## config.mk

```make
export PLATFORM = sky130hd
export DESIGN_NAME = lb_subsystem_top
export DESIGN_NICKNAME = d
export VERILOG_FILES = /design/src/lb_pkg.sv /design/src/lb_arbiter.sv /design/src/lb_splitter.sv /design/src/lb_reg_bank.sv /design/src/lb_mailbox.sv /design/src/lb_subsystem_top.sv
export VERILOG_INCLUDE_DIRS = /design/src
export SDC_FILE = /design/constraint.sdc
export NUM_CORES = 2
export LEC_CHECK = 0
export BUFFER_PORTS_ARGS = -buffer_cell sky130_fd_sc_hd__clkbuf_2
export CELL_PAD_IN_SITES_DETAIL_PLACEMENT = 0
export CELL_PAD_IN_SITES_GLOBAL_PLACEMENT = 1
export CORE_MARGIN = 2
export CORE_UTILIZATION = 46
export DETAILED_ROUTE_END_ITERATION = 8
export GPL_TIMING_DRIVEN = 0
export PLACE_DENSITY_LB_ADDON = 0.12
export SLEW_MARGIN = 20
export SYNTH_ARGS = -nofsm -noshare
export SYNTH_HDL_FRONTEND = slang
export SYNTH_SLANG_ARGS = --single-unit
```

## constraint.sdc

```tcl
create_clock -name clk -period 6 [get_ports clk]
set_input_delay 1.2 -clock clk [delete_from_list [all_inputs] [get_ports clk]]
set_output_delay 1.2 -clock clk [all_outputs]
set_load 0.005 [all_outputs]
```

## src/lb_defines.svh

```systemverilog
// Local-bus width, depth and build-option macros; include in any file that uses them
`ifndef LB_DEFINES_SVH
`define LB_DEFINES_SVH

// Bus widths
`define LB_DATA_W        32
`define LB_ADDR_W        12
`define LB_CHLD_ADDR_W   8

// Upper address bits pick one of these blocks
`define LB_NUM_CHILDREN  2

// Read value for unmapped blocks and an empty mailbox
`define LB_DEFAULT_DATA  32'hdeadbabe

// Child sizes
`define LB_REG_DEPTH     16
`define LB_MBOX_DEPTH    8

// 1 adds a register stage on both sides of the splitter
`define LB_SPLIT_REG_OUT 0

`endif

```

## src/lb_pkg.sv

```systemverilog
// Local-bus request, response and address types shared by the RTL and the testbench
`include "lb_defines.svh"

package lb_pkg;

  // Master-side request, strobes are single-cycle
  typedef struct packed {
    logic                      wr_en;
    logic                      rd_en;
    logic [`LB_ADDR_W-1:0]     addr;
    logic [`LB_DATA_W-1:0]     wr_data;
  } lb_req_t;

  // Response, both valids are single-cycle pulses
  typedef struct packed {
    logic                      wr_valid;
    logic                      rd_valid;
    logic [`LB_DATA_W-1:0]     rd_data;
  } lb_rsp_t;

  // Child-side request after the block bits are stripped
  typedef struct packed {
    logic                      wr_en;
    logic                      rd_en;
    logic [`LB_CHLD_ADDR_W-1:0] addr;
    logic [`LB_DATA_W-1:0]     wr_data;
  } lb_chld_req_t;

  // Master address split into block number and child address
  typedef struct packed {
    logic [`LB_ADDR_W-`LB_CHLD_ADDR_W-1:0] blk;
    logic [`LB_CHLD_ADDR_W-1:0]            chld_addr;
  } lb_addr_t;

endpackage

```

## src/lb_arbiter.sv

```systemverilog
// Round-robin arbiter that puts two local-bus masters onto one shared bus, one transaction at a time
module lb_arbiter (
  input  logic            clk,
  input  logic            rst_n,
  input  lb_pkg::lb_req_t m0_req,
  input  lb_pkg::lb_req_t m1_req,
  output lb_pkg::lb_rsp_t m0_rsp,
  output lb_pkg::lb_rsp_t m1_rsp,
  output lb_pkg::lb_req_t bus_req,
  input  lb_pkg::lb_rsp_t bus_rsp
);
  import lb_pkg::*;

  lb_req_t    m_req [2];
  lb_req_t    pend_req [2];
  logic [1:0] m_strobe;
  logic [1:0] pend_vld;
  logic [1:0] issue_vec;
  logic       busy;
  logic       owner;
  logic       last_served;
  logic       issue;
  logic       grant;
  logic       rsp_vld;

  // Masters as an array so the slots share one loop
  assign m_req[0] = m0_req;
  assign m_req[1] = m1_req;

  for (genvar i = 0; i < 2; i++)
  begin : g_strobe
    assign m_strobe[i] = m_req[i].wr_en | m_req[i].rd_en;
  end

  // Master 1 wins unless master 0 waits and master 1 went last
  assign grant     = pend_vld[1] & (~pend_vld[0] | ~last_served);
  assign issue     = ~busy & (|pend_vld);
  assign issue_vec = issue ? {grant, ~grant} : 2'b00;
  assign rsp_vld   = bus_rsp.wr_valid | bus_rsp.rd_valid;

  // Pending flags, set by a strobe and cleared once issued
  always_ff @(posedge clk or negedge rst_n)
  begin
    if (!rst_n)
    begin
      pend_vld <= 2'b00;
    end
    else
    begin
      for (int i = 0; i < 2; i++)
      begin
        if (m_strobe[i])
          pend_vld[i] <= 1'b1;
        else if (issue_vec[i])
          pend_vld[i] <= 1'b0;
      end
    end
  end

  // Slot payload, only meaningful while its flag is set
  always_ff @(posedge clk)
  begin
    for (int i = 0; i < 2; i++)
    begin
      if (m_strobe[i])
        pend_req[i] <= m_req[i];
    end
  end

  // Busy from issue until the shared response
  // Reset leaves master 1 as last served so master 0 goes first
  always_ff @(posedge clk or negedge rst_n)
  begin
    if (!rst_n)
    begin
      busy        <= 1'b0;
      owner       <= 1'b0;
      last_served <= 1'b1;
    end
    else if (issue)
    begin
      busy        <= 1'b1;
      owner       <= grant;
      last_served <= grant;
    end
    else if (rsp_vld)
    begin
      busy <= 1'b0;
    end
  end

  // Shared request only in the issue cycle
  always_comb
  begin
    bus_req = '0;
    if (issue)
      bus_req = pend_req[grant];
  end

  // Response goes back to its owner in the same cycle
  always_comb
  begin
    m0_rsp = '0;
    m1_rsp = '0;
    if (rsp_vld)
    begin
      if (owner)
        m1_rsp = bus_rsp;
      else
        m0_rsp = bus_rsp;
    end
  end

  // Masters wait for their own valid before the next strobe
  for (genvar i = 0; i < 2; i++)
  begin : g_chk
    a_no_strobe_pending: assert property (@(posedge clk) disable iff (!rst_n)
      m_strobe[i] |-> !pend_vld[i]);
  end

  // Shared bus answers only an issued transaction
  a_no_rsp_idle: assert property (@(posedge clk) disable iff (!rst_n)
    rsp_vld |-> busy);

endmodule

```

## src/lb_splitter.sv

```systemverilog
// Local-bus address decoder that routes shared-bus transactions to child blocks and merges replies
`include "lb_defines.svh"

module lb_splitter #(
  parameter bit REGISTER_OUTPUTS = `LB_SPLIT_REG_OUT
) (
  input  logic                 clk,
  input  logic                 rst_n,
  input  lb_pkg::lb_req_t      bus_req,
  output lb_pkg::lb_rsp_t      bus_rsp,
  output lb_pkg::lb_chld_req_t chld_req [`LB_NUM_CHILDREN],
  input  lb_pkg::lb_rsp_t      chld_rsp [`LB_NUM_CHILDREN]
);
  import lb_pkg::*;

  localparam int NCH   = `LB_NUM_CHILDREN;
  localparam int BLK_W = `LB_ADDR_W - `LB_CHLD_ADDR_W;

  lb_req_t        req_s;
  lb_addr_t       addr_s;
  lb_rsp_t        rsp_nxt;
  logic [NCH-1:0] sel_s;
  logic [NCH-1:0] sel_q;
  logic [NCH-1:0] chld_vld;
  logic           dflt_wr;
  logic           dflt_rd;

  if (REGISTER_OUTPUTS)
  begin : g_reg
    logic                  wr_en_q;
    logic                  rd_en_q;
    logic [`LB_ADDR_W-1:0] addr_q;
    logic [`LB_DATA_W-1:0] wr_data_q;
    logic                  wr_vld_q;
    logic                  rd_vld_q;
    logic [`LB_DATA_W-1:0] rd_data_q;

    // Strobes and valids reset, payload follows them
    always_ff @(posedge clk or negedge rst_n)
    begin
      if (!rst_n)
      begin
        wr_en_q  <= 1'b0;
        rd_en_q  <= 1'b0;
        wr_vld_q <= 1'b0;
        rd_vld_q <= 1'b0;
      end
      else
      begin
        wr_en_q  <= bus_req.wr_en;
        rd_en_q  <= bus_req.rd_en;
        wr_vld_q <= rsp_nxt.wr_valid;
        rd_vld_q <= rsp_nxt.rd_valid;
      end
    end

    always_ff @(posedge clk)
    begin
      addr_q    <= bus_req.addr;
      wr_data_q <= bus_req.wr_data;
      rd_data_q <= rsp_nxt.rd_data;
    end

    assign req_s   = '{wr_en: wr_en_q, rd_en: rd_en_q, addr: addr_q, wr_data: wr_data_q};
    assign bus_rsp = '{wr_valid: wr_vld_q, rd_valid: rd_vld_q, rd_data: rd_data_q};
  end
  else
  begin : g_comb
    assign req_s   = bus_req;
    assign bus_rsp = rsp_nxt;
  end

  assign addr_s = lb_addr_t'(req_s.addr);

  // One-hot select; enables go only to the selected child
  for (genvar i = 0; i < NCH; i++)
  begin : g_child
    assign sel_s[i]    = (addr_s.blk == BLK_W'(i));
    assign chld_req[i] = '{wr_en:   req_s.wr_en & sel_s[i],
                           rd_en:   req_s.rd_en & sel_s[i],
                           addr:    addr_s.chld_addr,
                           wr_data: req_s.wr_data};
    assign chld_vld[i] = chld_rsp[i].wr_valid | chld_rsp[i].rd_valid;
  end

  // Select of the outstanding access, plus own reply for unmapped blocks
  always_ff @(posedge clk or negedge rst_n)
  begin
    if (!rst_n)
    begin
      sel_q   <= '0;
      dflt_wr <= 1'b0;
      dflt_rd <= 1'b0;
    end
    else
    begin
      dflt_wr <= req_s.wr_en & ~(|sel_s);
      dflt_rd <= req_s.rd_en & ~(|sel_s);
      if (req_s.wr_en | req_s.rd_en)
        sel_q <= sel_s;
    end
  end

  // OR of child valids, read data masked by the held select
  always_comb
  begin
    rsp_nxt.wr_valid = dflt_wr;
    rsp_nxt.rd_valid = dflt_rd;
    rsp_nxt.rd_data  = (sel_q == '0) ? `LB_DEFAULT_DATA : '0;
    for (int n = 0; n < NCH; n++)
    begin
      rsp_nxt.wr_valid = rsp_nxt.wr_valid | chld_rsp[n].wr_valid;
      rsp_nxt.rd_valid = rsp_nxt.rd_valid | chld_rsp[n].rd_valid;
      rsp_nxt.rd_data  = rsp_nxt.rd_data | (chld_rsp[n].rd_data & {`LB_DATA_W{sel_q[n]}});
    end
  end

  // Children only answer the single outstanding access
  a_one_child_vld: assert property (@(posedge clk) disable iff (!rst_n)
    $onehot0(chld_vld));

endmodule

```

## src/lb_reg_bank.sv

```systemverilog
// Local-bus child holding read/write 32-bit control registers; mapped as block 0
`include "lb_defines.svh"

module lb_reg_bank (
  input  logic                 clk,
  input  logic                 rst_n,
  input  lb_pkg::lb_chld_req_t chld_req,
  output lb_pkg::lb_rsp_t      chld_rsp
);

  localparam int IDX_W = $clog2(`LB_REG_DEPTH);

  logic [`LB_DATA_W-1:0] regs [`LB_REG_DEPTH];
  logic [IDX_W-1:0]      idx;
  logic                  wr_vld_q;
  logic                  rd_vld_q;
  logic [`LB_DATA_W-1:0] rd_data_q;

  // Low address bits only, upper bits alias
  assign idx = chld_req.addr[IDX_W-1:0];

  // Registers clear to zero
  always_ff @(posedge clk or negedge rst_n)
  begin
    if (!rst_n)
    begin
      for (int i = 0; i < `LB_REG_DEPTH; i++)
        regs[i] <= '0;
    end
    else if (chld_req.wr_en)
    begin
      regs[idx] <= chld_req.wr_data;
    end
  end

  // Every strobe answered one cycle later
  always_ff @(posedge clk or negedge rst_n)
  begin
    if (!rst_n)
    begin
      wr_vld_q <= 1'b0;
      rd_vld_q <= 1'b0;
    end
    else
    begin
      wr_vld_q <= chld_req.wr_en;
      rd_vld_q <= chld_req.rd_en;
    end
  end

  always_ff @(posedge clk)
  begin
    if (chld_req.rd_en)
      rd_data_q <= regs[idx];
  end

  assign chld_rsp = '{wr_valid: wr_vld_q, rd_valid: rd_vld_q, rd_data: rd_data_q};

endmodule

```

## src/lb_mailbox.sv

```systemverilog
// Local-bus mailbox FIFO child with push/pop data port and fill-level register; mapped as block 1
`include "lb_defines.svh"

module lb_mailbox (
  input  logic                 clk,
  input  logic                 rst_n,
  input  lb_pkg::lb_chld_req_t chld_req,
  output lb_pkg::lb_rsp_t      chld_rsp
);

  localparam int PTR_W = $clog2(`LB_MBOX_DEPTH);
  localparam int LVL_W = $clog2(`LB_MBOX_DEPTH + 1);

  logic [`LB_DATA_W-1:0] mem [`LB_MBOX_DEPTH];
  logic [PTR_W-1:0]      wr_ptr;
  logic [PTR_W-1:0]      rd_ptr;
  logic [LVL_W-1:0]      level;
  logic                  full;
  logic                  empty;
  logic                  data_port;
  logic                  lvl_port;
  logic                  push;
  logic                  pop;
  logic                  wr_vld_q;
  logic                  rd_vld_q;
  logic [`LB_DATA_W-1:0] rd_data_q;
  logic [`LB_DATA_W-1:0] rd_data_nxt;

  // Address 0 data port, address 1 fill level
  assign data_port = (chld_req.addr == '0);
  assign lvl_port  = (chld_req.addr == `LB_CHLD_ADDR_W'(1));
  assign full      = (level == LVL_W'(`LB_MBOX_DEPTH));
  assign empty     = (level == '0);

  // Push when full and pop when empty do nothing
  assign push = chld_req.wr_en & data_port & ~full;
  assign pop  = chld_req.rd_en & data_port & ~empty;

  always_ff @(posedge clk or negedge rst_n)
  begin
    if (!rst_n)
    begin
      wr_ptr <= '0;
      rd_ptr <= '0;
      level  <= '0;
    end
    else
    begin
      if (push)
        wr_ptr <= (wr_ptr == PTR_W'(`LB_MBOX_DEPTH - 1)) ? '0 : wr_ptr + 1'b1;
      if (pop)
        rd_ptr <= (rd_ptr == PTR_W'(`LB_MBOX_DEPTH - 1)) ? '0 : rd_ptr + 1'b1;
      // Strobes never overlap, so no simultaneous push and pop
      if (push)
        level <= level + 1'b1;
      else if (pop)
        level <= level - 1'b1;
    end
  end

  always_ff @(posedge clk)
  begin
    if (push)
      mem[wr_ptr] <= chld_req.wr_data;
  end

  // Read mux; other addresses read zero
  always_comb
  begin
    rd_data_nxt = '0;
    if (data_port)
      rd_data_nxt = empty ? `LB_DEFAULT_DATA : mem[rd_ptr];
    else if (lvl_port)
      rd_data_nxt = `LB_DATA_W'(level);
  end

  always_ff @(posedge clk or negedge rst_n)
  begin
    if (!rst_n)
    begin
      wr_vld_q <= 1'b0;
      rd_vld_q <= 1'b0;
    end
    else
    begin
      wr_vld_q <= chld_req.wr_en;
      rd_vld_q <= chld_req.rd_en;
    end
  end

  always_ff @(posedge clk)
  begin
    if (chld_req.rd_en)
      rd_data_q <= rd_data_nxt;
  end

  assign chld_rsp = '{wr_valid: wr_vld_q, rd_valid: rd_vld_q, rd_data: rd_data_q};

  // Level tracks pushes minus pops over the whole run
  a_level_max: assert property (@(posedge clk) disable iff (!rst_n)
    (level <= LVL_W'(`LB_MBOX_DEPTH)) &&
    (((int'(wr_ptr) - int'(rd_ptr) + `LB_MBOX_DEPTH) % `LB_MBOX_DEPTH) ==
     (int'(level) % `LB_MBOX_DEPTH)));

endmodule

```

## src/lb_subsystem_top.sv

```systemverilog
// Local-bus register subsystem top; connects two masters through arbiter and splitter to both children
`include "lb_defines.svh"

module lb_subsystem_top (
  input  logic            clk,
  input  logic            rst_n,
  input  lb_pkg::lb_req_t m0_req,
  input  lb_pkg::lb_req_t m1_req,
  output lb_pkg::lb_rsp_t m0_rsp,
  output lb_pkg::lb_rsp_t m1_rsp
);
  import lb_pkg::*;

  // Shared bus between arbiter and splitter
  lb_req_t      bus_req;
  lb_rsp_t      bus_rsp;

  // Block 0 register bank, block 1 mailbox
  lb_chld_req_t chld_req [`LB_NUM_CHILDREN];
  lb_rsp_t      chld_rsp [`LB_NUM_CHILDREN];

  lb_arbiter u_arbiter (
    .clk     (clk),
    .rst_n   (rst_n),
    .m0_req  (m0_req),
    .m1_req  (m1_req),
    .m0_rsp  (m0_rsp),
    .m1_rsp  (m1_rsp),
    .bus_req (bus_req),
    .bus_rsp (bus_rsp)
  );

  lb_splitter #(
    .REGISTER_OUTPUTS (`LB_SPLIT_REG_OUT)
  ) u_splitter (
    .clk      (clk),
    .rst_n    (rst_n),
    .bus_req  (bus_req),
    .bus_rsp  (bus_rsp),
    .chld_req (chld_req),
    .chld_rsp (chld_rsp)
  );

  lb_reg_bank u_reg_bank (
    .clk      (clk),
    .rst_n    (rst_n),
    .chld_req (chld_req[0]),
    .chld_rsp (chld_rsp[0])
  );

  lb_mailbox u_mailbox (
    .clk      (clk),
    .rst_n    (rst_n),
    .chld_req (chld_req[1]),
    .chld_rsp (chld_rsp[1])
  );

endmodule

```

Word-level counts from Yosys, hierarchy flattened
Memory sizes are Yosys's and may differ from the RTL's.
Index checks and enable logic that the tools add are counted.

storage, ports and cells
  register bits = 599
  output and inout bits = 68
  logic and storage cells = 122
  input port bits = 94
  memories kept = 2
  RAM bits = 348

memories
  memory              depth  bits a word  read ports  clocked after Yosys merged registers in  wr ports  line              text
  u_mailbox.mem       8      32           1           0                                        1         lb_mailbox.sv:14  logic [`LB_DATA_W-1:0] mem [`LB_MBOX_DEPTH];
  u_arbiter.pend_req  2      46           1           0                                        2         lb_arbiter.sv:15  lb_req_t pend_req [2];

cells by class
  $lt $le $gt $ge = 2
  reduce and logical (&&, ||, !) cells = 11
  add/sub/neg operators = 4
  equality and inequality tests = 5
  bitwise logic cells = 33
  multiplexer cells = 32

operators with widths
  kind                 number
  $bwmux 512           1
  $mux 32              6
  $mux 34              4
  $bmux 32 s4          1
  $demux 32 s4         1
  $and 32x32->32       2
  $or 32x32->32        2
  $mux 46              1
  $and 1x1->1          12
  $mux 1               12
  $mux 4               3
  $or 1x1->1           9
  $eq 8x1->1 const B   1
  $logic_not 4->1      2
  $logic_not 8->1      1
  $reduce_bool 2->1    4
  $not 1->1            7
  $add 3x1->3 const B  2
  $eq 3x3->1 const B   2
  $mux 3               2
  $ge 5x5->1 const B   1
  $lt 5x1->1 const B   1
  $not 4->5            1
  $add 4x1->4 const B  1
  other kinds (7)      8

Depth between registers and ports, before layout
An unclocked memory read counts as a cell.

  depth after elaboration = 11
  gate-level depth with buffers = 15
  depth with buffers taken out = 12

Cells and area by module
Synthesis repeated with hierarchy kept, for this count alone.

second synthesis, totals
  cells, all modules = 2427
  area, all modules = 40749.1 um2

modules (own cells, without submodules)
  module       cells an instance  area each (um2)  times used  sequential area each (um2)
  lb_reg_bank  1443               23892.9          1           13823.3
  lb_mailbox   516                11461.0          1           8948.6
  lb_arbiter   304                4171.5           1           2889.0
  lb_splitter  164                1223.7           1           100.1

Least setup slack after synthesis
No wires, ideal clock.

  kind = reg-to-reg
  start = register u_arbiter.last_served
  end = memory u_mailbox.mem[4][0] (netlist name), enable pin
  buffers on the path = 3
  required time = 5.487 ns
  arrival = 5.405 ns
  period minus slack after synthesis = 5.918 ns
  stages on the path, launching flop included = 10
  setup time = 0.513 ns
  slack = 0.082 ns
  cell sequence = dfstp_2 a21boi_4 buf_6 a32o_1 buf_2 nand2_1 nand4_1 or3b_1 buf_2 nor4b_1

between the ends
  word-level cells in the longest chain between the ends = 11
  elaborated cells between the ends (all ways) = 12
  classes of those cells = eq/ne (1); mux (3); bitwise (6); reduce/logical (1); memory (1)

ends and longest elaborated chain
  item                            line               text
  start: declaration              lb_arbiter.sv:21   logic last_served;
  start signal: assignment        lb_arbiter.sv:84   last_served <= grant;
  $not 1->1 *                     lb_arbiter.sv:36   assign grant = pend_vld[1] & (~pend_vld[0] | ~last_served);
  $or 1x1->1 *                    lb_arbiter.sv:36
  $and 1x1->1 *                   lb_arbiter.sv:36
  $mem_v2 2x46 *                  -
  $mux 46 *                       lb_arbiter.sv:96   if (issue)
  $eq 4x1->1                      lb_splitter.sv:78  assign sel_s[i] = (addr_s.blk == BLK_W'(i));
  $and 1x1->1                     lb_splitter.sv:79  assign chld_req[i] = '{wr_en: req_s.wr_en & sel_s[i],
  $and 1x1->1 * (2 in a row)      lb_mailbox.sv:36   assign push = chld_req.wr_en & data_port & ~full;
  $mux 1 *                        lb_mailbox.sv:63   if (push)
  $mux 1 (implied by the code) *  lb_mailbox.sv:64   mem[wr_ptr] <= chld_req.wr_data;
  end: declaration                lb_mailbox.sv:14

Every way passes the cells marked *; elsewhere a longest branch is shown, timed or not.

Worst setup path after layout
  start = register u_arbiter.busy
  end = memory u_mailbox.mem[4][11] (netlist name), enable pin

between the ends
  word-level cells in the longest chain between the ends = 9
  elaborated cells between the ends (all ways) = 10
  classes of those cells = eq/ne (1); mux (3); bitwise (5); reduce/logical (1)

ends and longest elaborated chain
  item                            line               text
  start: declaration              lb_arbiter.sv:19   logic busy;
  start signal: assignment        lb_arbiter.sv:76   busy <= 1'b0;
  start signal: assignment        lb_arbiter.sv:82   busy <= 1'b1;
  start signal: assignment        lb_arbiter.sv:88   busy <= 1'b0;
  $not 1->1 *                     lb_arbiter.sv:37   assign issue = ~busy & (|pend_vld);
  $and 1x1->1 *                   lb_arbiter.sv:37
  $mux 46 *                       lb_arbiter.sv:96
  $eq 4x1->1                      lb_splitter.sv:78
  $and 1x1->1                     lb_splitter.sv:79
  $and 1x1->1 * (2 in a row)      lb_mailbox.sv:36
  $mux 1 *                        lb_mailbox.sv:63
  $mux 1 (implied by the code) *  lb_mailbox.sv:64

Marked as above.

==> out/metrics.yaml <==
routing:
  dr.pass1.iters: 5
  vias_per_cell: 5.798
  drt_iter0_drc: 2646
  wl_um: 124600
  wire_per_inst_um: 24.86
  drtAntennaViolNets: 0
  vias: 29050
  drc: 0
setup_path:
  slowest_delay_ns: 0.74
  cp_slowest_cell: "a32oi_1"
  start_kind: "flop"
  path_max_fanout: 12
  rrSetupSlack_ns: 0.75
  cpMostUsedCell: "buf_2"
  crit_path_start: "u_arbiter.busy"
  crit_path_end_kind: "flop"
  crit_chain: "clkbuf_1, nor2b_1, a32oi_1, nand4_1, or3b_1, buf_2, nor4b_2, buf_2, buf_2, buf_2, buf_2"
  crit_type: "reg2reg"
  worstReg2RegStart: "u_arbiter.busy"
  critPathRequiredTime_ns: 6.36
  crit_arrival_ns: 5.61
placed_design:
  portBuffers: 161
  placed_cells: 4816
  post_dp_cell_area_um2: 43270
  hpwl_um: 94000
  gp_congestion: 0.9465
yosys:
  synth.distinct_cells: 61
  synth-seq-cells: 947
  synth_top_area_share: 0.3310
  syn-instance-count: 3438
  synth_async_sr_flop_share: 0.5649
  yosys_warnings: 0
  synth_top_area_cell: "dfrtp_1"
  yosysSeqAreaShare: 0.6381
  synth_edf_count: 412
  synth.net_count: 3539
  syn_area_um2: 40370
  netlist_top_cells_area: "dfrtp_1 (33%), edfxtp_1 (31%), a21oi_1 (6.4%)"
  synth_area_per_cell_um2: 11.74
  synth_common_cells: "nor2_1 (625), dfrtp_1 (534), a21oi_1 (517)"
  synth_most_common_cell: "nor2_1"
  synthFlopType: "dfrtp_1"
grt:
  grt_pass1_vias: 29740
  antenna_found_initial: 9
  grt.total_usage: 0.2779
  grt.overflow.total: 0
  grt_pass1_wl_um: 186500
  grt_max_degree: 97
timing:
  grt_setup_unrepaired: "false"
  final-hold-violation-count: 0
  fin_skew_ns: 0.02835
  final_max_slew_viol_count: 0
  fmax_ghz: 0.1906
  worst_pin_slew_ns: 1.213
  finalSetupTns_ns: 0
  slew_headroom: 0.1916
  finalSetupViolCount: 0
  fin_crit_sh: 0.8742
  fin_crit_ns: 5.245
  whs_ns: 0.5047
clocking:
  post-cts-setup-buffer-count: 0
  numCtsBuffers: 101
  ctsLongestPathBuffers: 3
  clk_pin_slew_ns: 0.06
  ctsResizeCount: 0
  ctsHoldBuffers: 0
  h-tree-depth: 3
  cts_sinks: 947
  clock_latency_ns: 0.67
  cts_root_buf: "clkbuf_16"
  cts_tree: "done"
floorplan:
  core-area_um2: 86890
  initial_core_util: 0.4646
  rows: 108
  die-width_um: 300.3
  pin_count: 162
  die-area_um2: 90150
  dieHeight_um: 300.3
cells_and_area:
  fin_nets: 3867
  drive_gt1_frac: 0.1725
  utilization: 0.5384
  syn2layout_area_growth_pct: 15.88
  instances_no_fill: 5011
  finalInstanceArea_um2: 46780
pwr:
  peakVddDrop_mv: 0.2459
  power_density_nw_per_um2: 360.9
  p_leak_nw: 19.12
flow_run:
  maxCapViolCount: 0
status:
  status: "finished, final reports clean"
hold_path:
  worstHoldPathType: "in2async"
through the flow:
stage | power (mW) | setup slack (ns)
after floorplan | 9.368 | 0.08205
final | 16.89 | 0.7547
after CTS | 16.97 | 0.6941
after global placement | 10.33 | -8.461
after global routing | 17.54 | 0.4798
after detailed placement | 10.44 | 0.7442
cell usage in the layout (no fill, tap or decap), types with 7 or more instances in the layout:
master,count
a211o_1,32
clkbuf_1,229
clkinvlp_4,9
mux2i_1,66
a21oi_1,517
nor4_4,16
a32oi_1,37
a211oi_1,64
a31oi_1,65
clkbuf_2,161
inv_1,37
or3_1,34
bufinv_16,14
buf_2,89
clkbuf_8,8
buf_4,32
edfxtp_1,412
dfrtp_1,534
a31o_2,64
buf_6,12
nor2b_1,38
a21o_1,8
clkbuf_16,105
o32ai_1,32
buf_16,7
clkinv_1,12
a22o_1,21
a21oi_2,25
and3_1,64
nand3_1,36
mux2_2,7
a21boi_0,32
a22oi_1,42
nor2_1,623
mux4_2,64
clkinv_2,25
buf_1,13
nand2_1,136
o21ai_0,65
final cells by class:
type                       instances  area, um^2
antenna                            1       2.502
fill                            7480       40110
timing repair buffer             225        1403
clock inverter                    65       713.2
sequential                       947       25760
tap                             1155        1445
multi-input combinational       2147       13220
buffer                           307        1318
inverter                          37       138.9
clock buffer                     127        2780
path summary, 6_finish.rpt:
| check | to | cells past startpoint |
|---|---|---|
| max | u_mailbox.mem[4][11] | 11 |
| min | u_reg_bank.regs[61] | 1 |
| max reg2reg | u_mailbox.mem[4][11] | 11 |
| min reg2reg | u_arbiter.last_served | 2 |
| max in group asynchronous | u_reg_bank.regs[327] | 4 |
| min in group clk | u_arbiter.last_served | 2 |
state kept, by name (all words and copies together) (netlist names):
signal,count
u_mailbox.rd_data_q,32
u_arbiter.pend_req,92
u_splitter.dflt_rd,1
u_reg_bank.wr_vld_q,1
u_mailbox.rd_ptr,3
u_reg_bank.rd_vld_q,1
u_mailbox.rd_vld_q,1
u_arbiter.owner,1
u_arbiter.last_served,1
u_mailbox.level,4
u_splitter.sel_q,2
u_mailbox.mem,256
u_arbiter.pend_vld,2
u_arbiter.busy,1
u_mailbox.wr_vld_q,1
u_reg_bank.rd_data_q,32
u_mailbox.wr_ptr,3
u_reg_bank.regs,512
u_splitter.dflt_wr,1
metal layers:
layer / routed length (um) / track usage / vias to the layer above
met4: 4419 / 0.09690 / 4
met1: 52240 / 0.3688 / 14660
met3: 6660 / 0.03685 / 209
li1: - / - / 13200
met2: 61200 / 0.4710 / 983
met5: 31 / 0 / -
cell families after synthesis:
group                      after synthesis  share of synthesized area
buffers and inverters                  344                    0.03604
AOI/OAI and AO/OA                     1019                     0.1588
muxes                                  138                    0.05430
xor gates and xnor gates                 2                  0.0004340
adders and majority gates                7                   0.002355
and+or+nand+nor                        981                     0.1100
DFF                                    947                     0.6381
critical path, delay by kind of cell, from the launching register on:
family | cells | cell delay, ns
DFF | 1 | 0.32
AOI/OAI and AO/OA | 1 | 0.74
buffers and inverters | 6 | 2.00
and+or+nand+nor | 4 | 1.85
where the power goes:
part | total, mW | switching [mW] | internal (mW)
Combinational | 2.57 | 1.65 | 0.919
Clock | 6.55 | 2.66 | 3.89
Sequential | 7.77 | 0.348 | 7.43
Total | 16.9 | 4.65 | 12.2
(Power assumes the default switching activity.)
